**config.mk**
```make
export PLATFORM = sky130hd
export DESIGN_NAME = leaf_node
export DESIGN_NICKNAME = d
export VERILOG_FILES = /design/src/verilog/leaf_net_pkg.sv /design/src/verilog/leaf_kernel_pkg.sv /design/src/verilog/leaf_port_fifo.sv /design/src/verilog/leaf_packet_rx.sv /design/src/verilog/leaf_kernel_lane.sv /design/src/verilog/leaf_packet_tx.sv /design/src/verilog/leaf_interface.sv /design/src/verilog/leaf_node.sv
export SDC_FILE = /design/constraint.sdc
export NUM_CORES = 1
export LEC_CHECK = 0
export BUFFER_PORTS_ARGS = -buffer_cell sky130_fd_sc_hd__buf_4
export CORE_MARGIN = 1
export CORE_UTILIZATION = 30
export CTS_CLUSTER_SIZE = 8
export DETAILED_ROUTE_END_ITERATION = 7
export PLACE_DENSITY = 0.52
export SETUP_SLACK_MARGIN = 0.3
export SKIP_CTS_REPAIR_TIMING = 1
export SLEW_MARGIN = 20
export SYNTH_ARGS = -nofsm -noshare
export SYNTH_HDL_FRONTEND = slang
export SYNTH_HIERARCHICAL = 1
export SYNTH_SLANG_ARGS = --single-unit
```
**constraint.sdc**
```tcl
create_clock -name clk -period 3.9 [get_ports clk]
set_input_delay 0.78 -clock clk [delete_from_list [all_inputs] [get_ports clk]]
set_output_delay 0.78 -clock clk [all_outputs]
set_load 0.02 [all_outputs]
```
**src/verilog/leaf_net_pkg.sv**
```systemverilog
`default_nettype none

package leaf_net_pkg;

    // Packet field widths.
    localparam int unsigned PACKET_BITS  = 49;
    localparam int unsigned PAYLOAD_BITS = 32;
    localparam int unsigned LEAF_BITS    = 5;
    localparam int unsigned PORT_BITS    = 4;
    localparam int unsigned ADDR_BITS    = 7;

    // Field positions, valid bit on top and payload at the bottom.
    localparam int unsigned VLD_POS  = PACKET_BITS - 1;
    localparam int unsigned LEAF_LSB = VLD_POS - LEAF_BITS;
    localparam int unsigned PORT_LSB = LEAF_LSB - PORT_BITS;
    localparam int unsigned ADDR_LSB = PORT_LSB - ADDR_BITS;

    // Control packets arrive on this port.
    localparam logic [PORT_BITS-1:0] CTRL_PORT = '0;

endpackage

`default_nettype wire

```
**src/verilog/leaf_kernel_pkg.sv**
```systemverilog
`default_nettype none

package leaf_kernel_pkg;

    typedef enum logic [1:0] {
        OP_ADD = 2'd0,
        OP_SUB = 2'd1,
        OP_XOR = 2'd2,
        OP_MAX = 2'd3
    } kernel_op_t;

    typedef enum logic {
        LANE_EMPTY = 1'b0,
        LANE_FULL  = 1'b1
    } lane_state_t;

    // Control address map.
    localparam int unsigned CFG_OP_LANE0  = 0;
    localparam int unsigned CFG_OP_LANE1  = 1;
    localparam int unsigned CFG_DST_LANE0 = 2;
    localparam int unsigned CFG_DST_LANE1 = 3;

endpackage

`default_nettype wire

```
**src/verilog/leaf_port_fifo.sv**
```systemverilog
`default_nettype none

module leaf_port_fifo import leaf_net_pkg::*; #(
    parameter int unsigned FIFO_DEPTH = 4
) (
    input  logic                    clk,
    input  logic                    rst_n,
    input  logic                    wr_en,
    input  logic [PAYLOAD_BITS-1:0] din,
    input  logic                    ack,
    output logic                    full,
    output logic                    vld,
    output logic [PAYLOAD_BITS-1:0] dout
);

    localparam int unsigned PTR_BITS = $clog2(FIFO_DEPTH);

    logic [PAYLOAD_BITS-1:0] mem [FIFO_DEPTH];
    logic [PTR_BITS-1:0]     wr_ptr;
    logic [PTR_BITS-1:0]     rd_ptr;
    logic [PTR_BITS:0]       count;
    logic [PTR_BITS:0]       count_next;
    logic                    pop;

    assign pop  = ack && vld;
    assign vld  = (count != '0);
    assign dout = mem[rd_ptr];

    always_comb begin
        count_next = count;
        if (wr_en && !pop) begin
            count_next = count + 1'b1;
        end else if (!wr_en && pop) begin
            count_next = count - 1'b1;
        end
    end

    // Full looks past the write in flight, the receiver strobes one cycle late.
    assign full = (count_next == (PTR_BITS + 1)'(FIFO_DEPTH));

    always_ff @(posedge clk or negedge rst_n) begin
        if (!rst_n) begin
            wr_ptr <= '0;
            rd_ptr <= '0;
            count  <= '0;
        end else begin
            count <= count_next;
            if (wr_en) begin
                wr_ptr <= wr_ptr + 1'b1;
            end
            if (pop) begin
                rd_ptr <= rd_ptr + 1'b1;
            end
        end
    end

    always_ff @(posedge clk) begin
        if (wr_en) begin
            mem[wr_ptr] <= din;
        end
    end

endmodule

`default_nettype wire

```
**src/verilog/leaf_packet_rx.sv**
```systemverilog
`default_nettype none

module leaf_packet_rx import leaf_net_pkg::*, leaf_kernel_pkg::*; #(
    parameter int unsigned LEAF_ID = 5
) (
    input  logic                           clk,
    input  logic                           rst_n,
    input  logic [PACKET_BITS-1:0]         din,
    input  logic [3:0]                     fifo_full,
    output logic [3:0]                     fifo_wr,
    output logic [PAYLOAD_BITS-1:0]        fifo_data,
    output kernel_op_t                     lane_op [2],
    output logic [LEAF_BITS+PORT_BITS-1:0] lane_dst [2],
    output logic                           overflow
);

    logic [LEAF_BITS-1:0]    pkt_leaf;
    logic [PORT_BITS-1:0]    pkt_port;
    logic [ADDR_BITS-1:0]    pkt_addr;
    logic [PAYLOAD_BITS-1:0] pkt_payload;
    logic                    pkt_hit;
    logic                    is_data;
    logic                    is_ctrl;
    logic [1:0]              port_idx;

    assign pkt_leaf    = din[LEAF_LSB +: LEAF_BITS];
    assign pkt_port    = din[PORT_LSB +: PORT_BITS];
    assign pkt_addr    = din[ADDR_LSB +: ADDR_BITS];
    assign pkt_payload = din[PAYLOAD_BITS-1:0];

    // Keep only valid packets for this leaf.
    assign pkt_hit = din[VLD_POS] && (pkt_leaf == LEAF_BITS'(LEAF_ID));
    assign is_ctrl = pkt_hit && (pkt_port == CTRL_PORT);
    assign is_data = pkt_hit && (pkt_port >= PORT_BITS'(1)) && (pkt_port <= PORT_BITS'(4));

    // Ports 1 to 4 map onto FIFOs 0 to 3.
    assign port_idx = 2'(pkt_port - PORT_BITS'(1));

    always_ff @(posedge clk or negedge rst_n) begin
        if (!rst_n) begin
            fifo_wr     <= '0;
            overflow    <= 1'b0;
            lane_op[0]  <= OP_ADD;
            lane_op[1]  <= OP_ADD;
            lane_dst[0] <= '0;
            lane_dst[1] <= '0;
        end else begin
            fifo_wr <= '0;
            if (is_data) begin
                if (fifo_full[port_idx]) begin
                    overflow <= 1'b1;
                end else begin
                    fifo_wr[port_idx] <= 1'b1;
                end
            end
            if (is_ctrl) begin
                case (pkt_addr)
                    ADDR_BITS'(CFG_OP_LANE0):  lane_op[0]  <= kernel_op_t'(pkt_payload[1:0]);
                    ADDR_BITS'(CFG_OP_LANE1):  lane_op[1]  <= kernel_op_t'(pkt_payload[1:0]);
                    ADDR_BITS'(CFG_DST_LANE0): lane_dst[0] <= pkt_payload[LEAF_BITS+PORT_BITS-1:0];
                    ADDR_BITS'(CFG_DST_LANE1): lane_dst[1] <= pkt_payload[LEAF_BITS+PORT_BITS-1:0];
                    default: ;
                endcase
            end
        end
    end

    always_ff @(posedge clk) begin
        if (is_data) begin
            fifo_data <= pkt_payload;
        end
    end

endmodule

`default_nettype wire

```
**src/verilog/leaf_kernel_lane.sv**
```systemverilog
`default_nettype none

module leaf_kernel_lane import leaf_net_pkg::*, leaf_kernel_pkg::*; (
    input  logic                    clk,
    input  logic                    rst_n,
    input  logic                    a_vld,
    input  logic [PAYLOAD_BITS-1:0] a_data,
    input  logic                    b_vld,
    input  logic [PAYLOAD_BITS-1:0] b_data,
    input  kernel_op_t              op,
    input  logic                    res_ack,
    output logic                    a_ack,
    output logic                    b_ack,
    output logic                    res_vld,
    output logic [PAYLOAD_BITS-1:0] res_data
);

    lane_state_t             state;
    logic                    pop;
    logic [PAYLOAD_BITS-1:0] op_result;

    // Both heads leave together.
    assign pop   = (state == LANE_EMPTY) && a_vld && b_vld;
    assign a_ack = pop;
    assign b_ack = pop;

    always_comb begin
        case (op)
            OP_ADD:  op_result = a_data + b_data;
            OP_SUB:  op_result = a_data - b_data;
            OP_XOR:  op_result = a_data ^ b_data;
            OP_MAX:  op_result = (a_data > b_data) ? a_data : b_data;
            default: op_result = a_data + b_data;
        endcase
    end

    always_ff @(posedge clk or negedge rst_n) begin
        if (!rst_n) begin
            state   <= LANE_EMPTY;
            res_vld <= 1'b0;
        end else begin
            case (state)
                LANE_EMPTY: begin
                    if (pop) begin
                        state <= LANE_FULL;
                    end
                end
                LANE_FULL: begin
                    // Result is offered one cycle after the pop.
                    if (res_ack) begin
                        state   <= LANE_EMPTY;
                        res_vld <= 1'b0;
                    end else begin
                        res_vld <= 1'b1;
                    end
                end
                default: state <= LANE_EMPTY;
            endcase
        end
    end

    always_ff @(posedge clk) begin
        if (pop) begin
            res_data <= op_result;
        end
    end

endmodule

`default_nettype wire

```
**src/verilog/leaf_packet_tx.sv**
```systemverilog
`default_nettype none

module leaf_packet_tx import leaf_net_pkg::*; (
    input  logic                           clk,
    input  logic                           rst_n,
    input  logic                           resend,
    input  logic [1:0]                     res_vld,
    input  logic [PAYLOAD_BITS-1:0]        res_data [2],
    input  logic [LEAF_BITS+PORT_BITS-1:0] lane_dst [2],
    output logic [1:0]                     res_ack,
    output logic [PACKET_BITS-1:0]         dout
);

    logic                   rr;
    logic [1:0]             grant;
    logic                   sel;
    logic [ADDR_BITS-1:0]   seq [2];
    logic [PACKET_BITS-1:0] new_pkt;
    logic [PACKET_BITS-1:0] pkt_q;
    logic                   pkt_vld;

    // rr names the lane that wins a tie.
    always_comb begin
        grant = 2'b00;
        if (res_vld[0] && (!res_vld[1] || !rr)) begin
            grant[0] = 1'b1;
        end else if (res_vld[1]) begin
            grant[1] = 1'b1;
        end
    end

    assign sel     = grant[1];
    assign res_ack = resend ? 2'b00 : grant;

    always_comb begin
        new_pkt                               = '0;
        new_pkt[VLD_POS]                      = 1'b1;
        new_pkt[LEAF_LSB +: LEAF_BITS]        = lane_dst[sel][PORT_BITS +: LEAF_BITS];
        new_pkt[PORT_LSB +: PORT_BITS]        = lane_dst[sel][PORT_BITS-1:0];
        new_pkt[ADDR_LSB +: ADDR_BITS]        = seq[sel];
        new_pkt[PAYLOAD_BITS-1:0]             = res_data[sel];
    end

    // The whole pipe stalls while resend is high.
    always_ff @(posedge clk or negedge rst_n) begin
        if (!rst_n) begin
            rr      <= 1'b0;
            seq[0]  <= '0;
            seq[1]  <= '0;
            pkt_vld <= 1'b0;
            dout    <= '0;
        end else if (resend) begin
            dout <= '0;
        end else begin
            dout    <= pkt_vld ? pkt_q : '0;
            pkt_vld <= |grant;
            if (|grant) begin
                rr       <= !sel;
                seq[sel] <= seq[sel] + 1'b1;
            end
        end
    end

    always_ff @(posedge clk) begin
        if (!resend && |grant) begin
            pkt_q <= new_pkt;
        end
    end

endmodule

`default_nettype wire

```
**src/verilog/leaf_interface.sv**
```systemverilog
`default_nettype none

module leaf_interface import leaf_net_pkg::*, leaf_kernel_pkg::*; #(
    parameter int unsigned LEAF_ID    = 5,
    parameter int unsigned FIFO_DEPTH = 4
) (
    input  logic                    clk,
    input  logic                    rst_n,
    input  logic [PACKET_BITS-1:0]  din,
    input  logic                    resend,
    input  logic [3:0]              port_ack,
    input  logic [1:0]              res_vld,
    input  logic [PAYLOAD_BITS-1:0] res_data [2],
    output logic [PACKET_BITS-1:0]  dout,
    output wire  [3:0]              port_vld,
    output wire  [PAYLOAD_BITS-1:0] port_data [4],
    output logic [1:0]              res_ack,
    output kernel_op_t              lane_op [2],
    output logic                    overflow
);

    logic [3:0]                     fifo_wr;
    wire  [3:0]                     fifo_full;
    logic [PAYLOAD_BITS-1:0]        fifo_data;
    logic [LEAF_BITS+PORT_BITS-1:0] lane_dst [2];

    leaf_packet_rx #(
        .LEAF_ID(LEAF_ID)
    ) u_rx (
        .clk      (clk),
        .rst_n    (rst_n),
        .din      (din),
        .fifo_full(fifo_full),
        .fifo_wr  (fifo_wr),
        .fifo_data(fifo_data),
        .lane_op  (lane_op),
        .lane_dst (lane_dst),
        .overflow (overflow)
    );

    // One FIFO per data port, ports 1 to 4.
    for (genvar i = 0; i < 4; i++) begin : g_port
        leaf_port_fifo #(
            .FIFO_DEPTH(FIFO_DEPTH)
        ) u_fifo (
            .clk  (clk),
            .rst_n(rst_n),
            .wr_en(fifo_wr[i]),
            .din  (fifo_data),
            .ack  (port_ack[i]),
            .full (fifo_full[i]),
            .vld  (port_vld[i]),
            .dout (port_data[i])
        );
    end

    leaf_packet_tx u_tx (
        .clk     (clk),
        .rst_n   (rst_n),
        .resend  (resend),
        .res_vld (res_vld),
        .res_data(res_data),
        .lane_dst(lane_dst),
        .res_ack (res_ack),
        .dout    (dout)
    );

endmodule

`default_nettype wire

```
**src/verilog/leaf_node.sv**
```systemverilog
`default_nettype none

module leaf_node import leaf_net_pkg::*, leaf_kernel_pkg::*; #(
    parameter int unsigned LEAF_ID    = 5,
    parameter int unsigned FIFO_DEPTH = 4
) (
    input  logic                   clk,
    input  logic                   rst_n,
    input  logic [PACKET_BITS-1:0] din,
    input  logic                   resend,
    output logic [PACKET_BITS-1:0] dout,
    output logic                   overflow
);

    wire  [3:0]              port_vld;
    wire  [PAYLOAD_BITS-1:0] port_data [4];
    wire  [3:0]              port_ack;
    wire  [1:0]              res_vld;
    wire  [PAYLOAD_BITS-1:0] res_data [2];
    logic [1:0]              res_ack;
    kernel_op_t              lane_op [2];

    leaf_interface #(
        .LEAF_ID   (LEAF_ID),
        .FIFO_DEPTH(FIFO_DEPTH)
    ) u_interface (
        .clk      (clk),
        .rst_n    (rst_n),
        .din      (din),
        .resend   (resend),
        .port_ack (port_ack),
        .res_vld  (res_vld),
        .res_data (res_data),
        .dout     (dout),
        .port_vld (port_vld),
        .port_data(port_data),
        .res_ack  (res_ack),
        .lane_op  (lane_op),
        .overflow (overflow)
    );

    // Lane 0 pairs ports 1 and 2, lane 1 pairs ports 3 and 4.
    for (genvar l = 0; l < 2; l++) begin : g_lane
        leaf_kernel_lane u_lane (
            .clk     (clk),
            .rst_n   (rst_n),
            .a_vld   (port_vld[2*l]),
            .a_data  (port_data[2*l]),
            .b_vld   (port_vld[2*l+1]),
            .b_data  (port_data[2*l+1]),
            .op      (lane_op[l]),
            .res_ack (res_ack[l]),
            .a_ack   (port_ack[2*l]),
            .b_ack   (port_ack[2*l+1]),
            .res_vld (res_vld[l]),
            .res_data(res_data[l])
        );
    end

endmodule

`default_nettype wire

```
==> summary.md, run 1 <==
| Metric | Value |
|---|---|
| Die height | `around 360 microns` |
| Synthesized flop and latch total | `780` |
| Pwr dens | `395 mW/mm^2` |
| Iter 0 DRT Violations | `2,078` |
| PortBufs | `a little over 100` |
| Drt wl/cell | `about 22 microns` |
| Htree depth | `3` |
| Pre-CTS setup slack | `-0.394 ns` |
| Mapped Nets | `3,041` |
| Residual DRC | `0` |
| Root Buffer | `clkbuf_16` |
| Number of flops mapped to enable cells by yosys | `656` |
| Worst setup EP type | `flop` |
| WL final | `111 mm` |
| Core area | `roughly 0.13 sq mm` |
| Fmax | `0.237 GHz` |
| Fin crit share | `108%` |
| Layout cell share with drive strength beyond 1 | `36.5%` |
| VDD IR max | `0.336 mV` |
| Distinct cells, synth | `113` |
| Clock net sink count | `780` |
| DRT Pass-1 Iters | `5` |
| Largest family of logic cells by synthesized area | `compound AO/OA/AOI/OAI gates` |
| Post-synth top cells | `edfxtp_1, a21oi_1, nor2_1, inv_1, ha_1` |
| Routability cong. | `between 0.8 and 0.9` |
| Violated checks | `setup timing` |
| Most common cell in the netlist | `edfxtp_1` |
| Area growth from synthesis to layout | `30.0%` |
| Placed wire-length estimate | `78.4 mm` |
| Worst setup startpoint | `u_interface/g_port[2].u_fifo/rd_ptr[0]` |
| Worst-path clk slew | `0.05 ns` |
| First-pass GRT wire length | `162 mm` |
| Die area | `~0.13 sq mm` |
| CP required | `4.48 ns` |
| Fin area | `0.0501 sq mm` |
| Starting Density | `30.2%` |
| Reg2reg path depth | `16` |
| Worst rel slew slack | `27.8%` |
| Worst skew pair latency | `about 0.73 ns` |
| Simple-Gate Fraction of Synth Area | `~8.4%` |
| Predominant post-synthesis flop cell | `edfxtp_1` |
| Initial antenna violation count | `12` |
| Final period demand of the worst path | `between 4 and 5 ns` |
| Seq/Total Area, Yosys | `59.1%` |
| Fin cells | `around 5,100` |
| Total global routing overflow | `0` |
| Status | `complete, but fails checks` |
| Row cnt | `~130` |
| Mapped cell area | `0.0386 sq mm` |
| Via count | `roughly 26,000` |
| Slew at the pin closest to its max-slew limit | `1.08 ns` |
| CP max FO | `8` |
| Gr usage total | `16.5%` |
| FF-to-FF Start | `u_interface/g_port[2].u_fifo/rd_ptr[0]` |
| WP data arrival | `4.80 ns` |
| R2r endpoint | `g_lane[1].u_lane/res_data[1]` |
| Dpl cells | `roughly 5,000` |
| Largest area contributor in the netlist | `edfxtp_1` |
| Hold_ws | `between 0.15 and 0.2 ns` |
| Synth Warn # | `6` |
| Worst Setup Slack, final | `-0.315 ns` |
| Crit Path Category | `flop to flop` |
| CTS buffer count | `between 100 and 150` |
| Pwr Total | `19.8 mW` |
| Average vias per placed instance | `5.10` |
| Cells along the critical path | `buf_12, buf_8, mux4_2, ha_4, and2_4, buf_6, a2111oi_4, nor4_4, a2111oi_4, buf_4, o21ai_4, buf_12, buf_12, mux2i_1, mux4_2, inv_1` |
| Die W | `around 360 microns` |
| Setup Skew | `0.0817 ns` |
| Clock buffer depth | `3` |
| Worst hold-check path type | `primary input to asynchronous set/reset pin` |
| Synth Area in XOR/XNOR | `0.749%` |
| Static Leak | `18.5 nW` |
| Worst setup SP type | `flop` |
| Vias in the first global route | `25,900` |
| Max-Cap Viols | `0` |
| Setup TNS | `-8.39 ns` |
| RSZ-0062 raised after global routing | `yes` |
| Mux cell area share after synthesis | `11.0%` |
| Max Slew Vio Count | `0` |
| Final Util | `39.3%` |
| Avg Cell Area, Syn | `13.6 sq um` |
| Worst reg2reg setup slack | `-0.31 ns` |
| Ys async rst share | `between 15 and 20%` |
| Max stage delay cell, worst path | `dfrtp_2` |
| Placed cell areas | `roughly 0.045 sq mm` |
| Complex-gate fraction of the synthesized area | `between 10% and 20%` |
| Yosys top cell area share | `51.1%` |
| Gate Count Post-Synth | `2,826` |
| Synth area leaders | `edfxtp_1, dfrtp_1, mux4_2` |
| Top-level I/O count | `between 100 and 150` |
| Fin. Hold Viols | `0` |
| Endpoints failing setup | `62` |
| Area share of fa/ha/maj cells after synthesis | `5.47%` |
| TritonCTS clock tree | `done` |
| Remaining antenna violation count | `0` |
| Worst path max stage delay | `0.56 ns` |
| CP most frequent cell | `buf_12` |
| CP endpoint | `g_lane[1].u_lane/res_data[1]` |
| Maximum number of pins on one net before global-route repair | `91` |
| Nets | `3,623` |
-- worst min-delay path by stage --
| stage | from | end | cells past startpoint | slack [ns] |
|---|---|---|---|---|
| final | rst_n | u_interface/u_tx/dout[45] | 1 | 0.16 |
| after global routing | rst_n | u_interface/u_tx/dout[39] | 1 | 0.19 |
| after CTS | rst_n | u_interface/u_tx/seq[5] | 1 | 0.15 |
| after detailed placement | u_interface/u_tx/pkt_q[21] | u_interface/u_tx/dout[21] | 1 | 0.43 |
| after global placement | u_interface/u_tx/pkt_q[47] | u_interface/u_tx/dout[47] | 1 | 0.43 |
| after floorplan | u_interface/u_tx/pkt_q[0] | u_interface/u_tx/dout[0] | 1 | 0.43 |
-- area by class of cell --
type | count | area [sq um]
Multi-Input combinational cell | 1723 | 16200
Sequential cell | 780 | 22800
Inverter | 166 | 631
Tap cell | 1662 | 2080
Clock inverter | 8 | 165
Timing Repair Buffer | 629 | 5360
Antenna cell | 6 | 15.0
Fill cell | 12000 | 77400
Clock buffer | 154 | 2910
-- critical path: cells and delay by family, from the launching register on --
kind,cells,cell delay [ns]
AOI/OAI and AO/OA,3,0.94
adders and majority gates,1,0.24
buffers and inverters,7,0.96
DFF,1,0.56
muxes,3,1.13
and+or+nand+nor,2,0.21
-- registers in the layout, summed over array words and instances, names as in the netlist --
register and flops:
u_interface/g_port.u_fifo/mem 512, g_lane.u_lane/res_data 64, u_interface/u_tx/dout 49, u_interface/u_tx/pkt_q 48, u_interface/u_rx/fifo_data 32, u_interface/u_rx/lane_dst 18, u_interface/u_tx/seq 14, u_interface/g_port.u_fifo/count 12
u_interface/g_port.u_fifo/rd_ptr 8, u_interface/g_port.u_fifo/wr_ptr 8, u_interface/u_rx/fifo_wr 4, u_interface/u_rx/lane_op 4, g_lane.u_lane/res_vld 2, g_lane.u_lane/state 2, u_interface/u_rx/overflow 1, u_interface/u_tx/pkt_vld 1
u_interface/u_tx/rr 1
-- cells in the final DEF, fill, tap and decap left out, types with 12 or more instances in the layout --
| cell type | count |
|---|---|
| o211ai_1 | 38 |
| dfrtp_1 | 115 |
| nor2b_1 | 18 |
| nand2b_1 | 21 |
| a211oi_1 | 25 |
| a311oi_1 | 12 |
| buf_12 | 29 |
| nor3_1 | 27 |
| buf_4 | 555 |
| a21oi_1 | 152 |
| mux2_2 | 25 |
| or3_1 | 14 |
| buf_6 | 33 |
| ha_1 | 119 |
| a21o_1 | 22 |
| clkbuf_1 | 44 |
| a31oi_1 | 13 |
| nand2_1 | 97 |
| mux4_2 | 132 |
| nand3_1 | 43 |
| inv_2 | 23 |
| xnor2_1 | 25 |
| clkbuf_16 | 114 |
| nor2_1 | 157 |
| o21a_1 | 12 |
| mux2i_1 | 21 |
| o21ai_0 | 98 |
| o21ai_1 | 14 |
| and2_2 | 16 |
| inv_1 | 139 |
| o21bai_1 | 19 |
| ha_4 | 33 |
| a21oi_2 | 37 |
| edfxtp_1 | 656 |
| nand4_1 | 24 |
| a211oi_2 | 17 |
| mux2_1 | 45 |
| and2_1 | 54 |
| o31ai_1 | 13 |
-- layer usage --
| metal | wire length (microns) | vias to the layer above | GRT usage (%) |
|---|---|---|---|
| li1 | - | 12100 | - |
| met1 | 51500 | 13300 | 23.6 |
| met2 | 50800 | 665 | 25.8 |
| met3 | 6350 | 139 | 2.99 |
| met4 | 2140 | 2 | 4.18 |
| met5 | 13 | - | 0 |
-- cells by family after synthesis --
group                    count (synthesis)
flip-flops                             780
AO/OA/AOI/OAI                          665
AND/OR/NAND/NOR                        608
buffers and inverters                  323
multiplexers                           250
adder cells (fa/ha/maj)                167
XOR/XNOR                                33
-- where the power goes --
group          internal (mW)  switching [mW]  leakage, nW
logic                  0.703           0.976         9.43
registers               9.37           0.197         7.59
clock network           5.10            3.49         1.47
total                   15.2            4.66         18.5
Power figures use the tool's default switching activity.
==> run 2: changes to the inputs <==
--- a/config.mk
+++ b/config.mk
@@ -10,9 +10,8 @@
 export CORE_UTILIZATION = 30
 export CTS_CLUSTER_SIZE = 8
 export DETAILED_ROUTE_END_ITERATION = 7
-export PLACE_DENSITY = 0.52
+export PLACE_DENSITY_LB_ADDON = 0.08
 export SETUP_SLACK_MARGIN = 0.3
-export SKIP_CTS_REPAIR_TIMING = 1
 export SLEW_MARGIN = 20
 export SYNTH_ARGS = -nofsm -noshare
 export SYNTH_HDL_FRONTEND = slang
==> run 2 against run 1 <==
  * The flow still finishes with violations (setup timing)
  * Final area is 1.6% higher
  * Final cell count rose by 1.5%
  * Count of clock-buffer cells in the layout rose by 12
  * Clock skew decreased by 0.027 ns
  * Die area unchanged
  * Worst hold slack worse by 0.097 ns
  * Register-to-register slack better by 0.07 ns
  * Sequential power is essentially flat
  * Critical endpoint is now g_lane[1].u_lane/res_data[21]
==> summary.md, run 2 (synthesis gave the netlist of run 1 again) <==
| Metric | Value |
|---|---|
| Status | `complete, but fails checks` |
| Violated checks | `setup timing` |
| WL met3 | `4.43 mm` |
| Nets | `3,686` |
| Register share of total power | `a little under half` |
| Die height | `361 microns` |
| Filler cells | `12,000` |
| Biggest regs | `u_interface/g_port.u_fifo/mem: 512 flops, g_lane.u_lane/res_data: 64 flops, u_interface/u_tx/dout: 49 flops` |
| Cells along the critical path | `buf_4, mux4_2, inv_2, ha_4, fa_2, nor2b_4, o31a_1, a2bb2oi_2, a21o_1, a2111oi_4, buf_4, o21ai_4, buf_12, buf_12, buf_16, a21oi_2, buf_4, o221ai_1` |
| Max stage delay cell, worst path | `mux4_2` |
| Endpoints failing setup | `58` |
| WL final | `121 mm` |
| Worst hold-check path type | `primary input to asynchronous set/reset pin` |
| CP required | `4.31 ns` |
| Worst rel slew slack | `a little over a quarter` |
| Setup Skew | `~0.054 ns` |
| Clock net sink count | `780` |
| Max Slew Vio Count | `0` |
| VDD IR max | `0.329 mV` |
| DRT Pass-1 Iters | `6` |
| Pwr Total | `20.1 mW` |
| Final period demand of the worst path | `between 4 and 5 ns` |
| Clk pwr share | `a little over two fifths` |
| Reg2reg path depth | `18` |
| CP most frequent cell | `buf_4` |
| Comb pwr share | `approximately 9%` |
| Vias in the first global route | `27,100` |
| NetSw | `4.79 mW` |
| Average vias per placed instance | `approximately 5` |
| Core area | `0.128 sq mm` |
| Worst skew pair latency | `0.73 ns` |
| Htree depth | `3` |
| CP top delay family | `compound AO/OA/AOI/OAI gates` |
| Pwr dens | `394 mW/mm^2` |
| Commonest non-fill, non-tap cell in the layout | `edfxtp_1` |
| Metal2 WL | `56.0 mm` |
| TritonCTS clock tree | `done` |
| Area growth from synthesis to layout | `32.0%` |
| Static Leak | `18.9 nW` |
| Worst setup SP type | `flop` |
| Worst reg2reg setup slack | `-0.25 ns` |
| Switching Share | `23.8%` |
| Highest metal used | `met4` |
| Internal power | `15.3 mW` |
| Fmax | `0.241 GHz` |
| Crit Path Category | `flop to flop` |
| Worst-path clk slew | `0.06 ns` |
| Fin. Hold Viols | `0` |
| Slew at the pin closest to its max-slew limit | `1.09 ns` |
| Drt wl/cell | `around 23 microns` |
| Layout cell share with drive strength beyond 1 | `37.4%` |
| Via count | `26,300` |
| Fin crit share | `106%` |
| Initial antenna violation count | `12` |
| M1 WL | `58.1 mm` |
| Worst Setup Slack, final | `-0.248 ns` |
| Clock buffer depth | `3` |
| Worst path max stage delay | `0.54 ns` |
| Remaining antenna violation count | `0` |
| Routability cong. | `0.885` |
| CP max FO | `7` |
| Residual DRC | `0` |
| Total global routing overflow | `0` |
| Starting Density | `between 30 and 40%` |
| PortBufs | `101` |
| Gr usage total | `18.5%` |
| Worst setup EP type | `flop` |
| R2r endpoint | `g_lane[1].u_lane/res_data[21]` |
| RSZ-0062 raised after global routing | `yes` |
| Placed wire-length estimate | `86.9 mm` |
| Fin area | `0.0509 sq mm` |
| Max-Cap Viols | `0` |
| First-pass GRT wire length | `between 150 and 200 mm` |
| Maximum number of pins on one net before global-route repair | `71` |
| Max reg flops | `a little over 500` |
| Top-level I/O count | `102` |
| Root Buffer | `clkbuf_16` |
| CTS buffer count | `109` |
| Most frequent cells in the layout | `edfxtp_1, buf_4, a21oi_1, nor2_1, inv_1` |
| Row cnt | `roughly 130` |
| Die W | `361 microns` |
| Largest reg by FF count | `u_interface/g_port.u_fifo/mem` |
| WP data arrival | `4.56 ns` |
| Iter 0 DRT Violations | `1,917` |
| Bufs and invs on worst path | `7` |
| FF-to-FF Start | `u_interface/g_port[2].u_fifo/rd_ptr[0]` |
| Placed cell areas | `0.0448 sq mm` |
| Die area | `~0.13 sq mm` |
run 2: cell types whose count changed in the layout (fill, tap and decap cells not counted), moves of 7 or more:
cell | before | now
buf_12 | 29 | 38
ha_4 | 33 | 26
buf_4 | 555 | 606
buf_16 | 1 | 11
nor2_1 | 157 | 149
clkbuf_1 | 44 | 54
ha_1 | 119 | 126
nor2_4 | 8 | 15
run 2: layout make-up:
| cell class | count | area [sq um] | area share (%) |
|---|---|---|---|
| multi-input cells | 1723 | 16200 | 31.9 |
| clock buffers | 166 | 2990 | 5.88 |
| flip-flops and latches | 780 | 22800 | 44.8 |
| repair buffers | 691 | 6040 | 11.9 |
| well taps | 1662 | 2080 | 4.08 |
| clock inverters | 10 | 144 | 0.282 |
| inverters | 166 | 623 | 1.22 |
| diodes | 6 | 15.0 | 0.0295 |
run 2: how the worst max path moves through the flow:
stage / from / end / slack (ns) / depth (start not counted)
6_report: u_interface/g_port[2].u_fifo/rd_ptr[0] / g_lane[1].u_lane/res_data[21] / -0.25 / 18
5_1_grt: u_interface/g_port[2].u_fifo/rd_ptr[0] / g_lane[1].u_lane/res_data[31] / -0.33 / 18
4_1_cts: u_interface/g_port[2].u_fifo/rd_ptr[0] / g_lane[1].u_lane/res_data[21] / -0.21 / 18
3_5_place_dp: u_interface/g_port[2].u_fifo/rd_ptr[0] / g_lane[1].u_lane/res_data[30] / -0.42 / 14
3_3_place_gp: u_interface/g_port[0].u_fifo/rd_ptr[0] / g_lane[0].u_lane/res_data[29] / -0.45 / 14
2_1_floorplan: u_interface/g_port[3].u_fifo/rd_ptr[0] / g_lane[1].u_lane/res_data[29] / 0.18 / 17
run 2: worst reg2reg max path, stage by stage, from the launching register on:
cell and delay, ns:
dfrtp_2 0.45, buf_4 0.15, mux4_2 0.54, inv_2 0.12, ha_4 0.15, fa_2 0.24
nor2b_4 0.05, o31a_1 0.33, a2bb2oi_2 0.17, a21o_1 0.24, a2111oi_4 0.31, buf_4 0.19
o21ai_4 0.07, buf_12 0.17, buf_12 0.13, buf_16 0.14, a21oi_2 0.17, buf_4 0.13
o221ai_1 0.10
run 2: per-stage QoR:
step | utilization [%] | hold slack (ns) | setup WS (ns) | cells | setup TNS [ns]
after global placement | 35.1 | 0.434 | -0.448 | 4901 | -15.00
after detailed placement | 35.1 | 0.433 | -0.415 | 4901 | -13.09
after floorplan | - | 0.427 | 0.177 | 2826 | 0
after global routing | 39.9 | 0.0766 | -0.327 | 5198 | -13.49
after CTS | 39.1 | 0.0423 | -0.211 | 5156 | -5.22
final | 39.9 | 0.0603 | -0.248 | 5204 | -8.45
run 2: power groups by stage:
| stage | logic, mW | registers [mW] | clock network (mW) |
|---|---|---|---|
| after floorplan | 0.943 | 9.75 | 0 |
| after global placement | 1.72 | 9.72 | 0 |
| after detailed placement | 1.74 | 9.73 | 0 |
| after CTS | 1.80 | 9.57 | 9.08 |
| after global routing | 1.92 | 9.60 | 9.39 |
| final | 1.77 | 9.57 | 8.76 |
run 2: metal layers:
metal  track usage (%)  vias to the layer above
li1                  -                    12200
met1              26.4                    13400
met2              29.3                      576
met3              2.55                      167
met4              4.90                        0
met5                 0                        -
run 2: repair_timing:
action / in CTS / in global routing
hold buffers: 0 / 0
resized for setup: 221 / 152
endpoints found under the setup margin: 64 / 64
setup buffers: 71 / 42
cloned: 8 / 0
pin swaps: 59 / 76
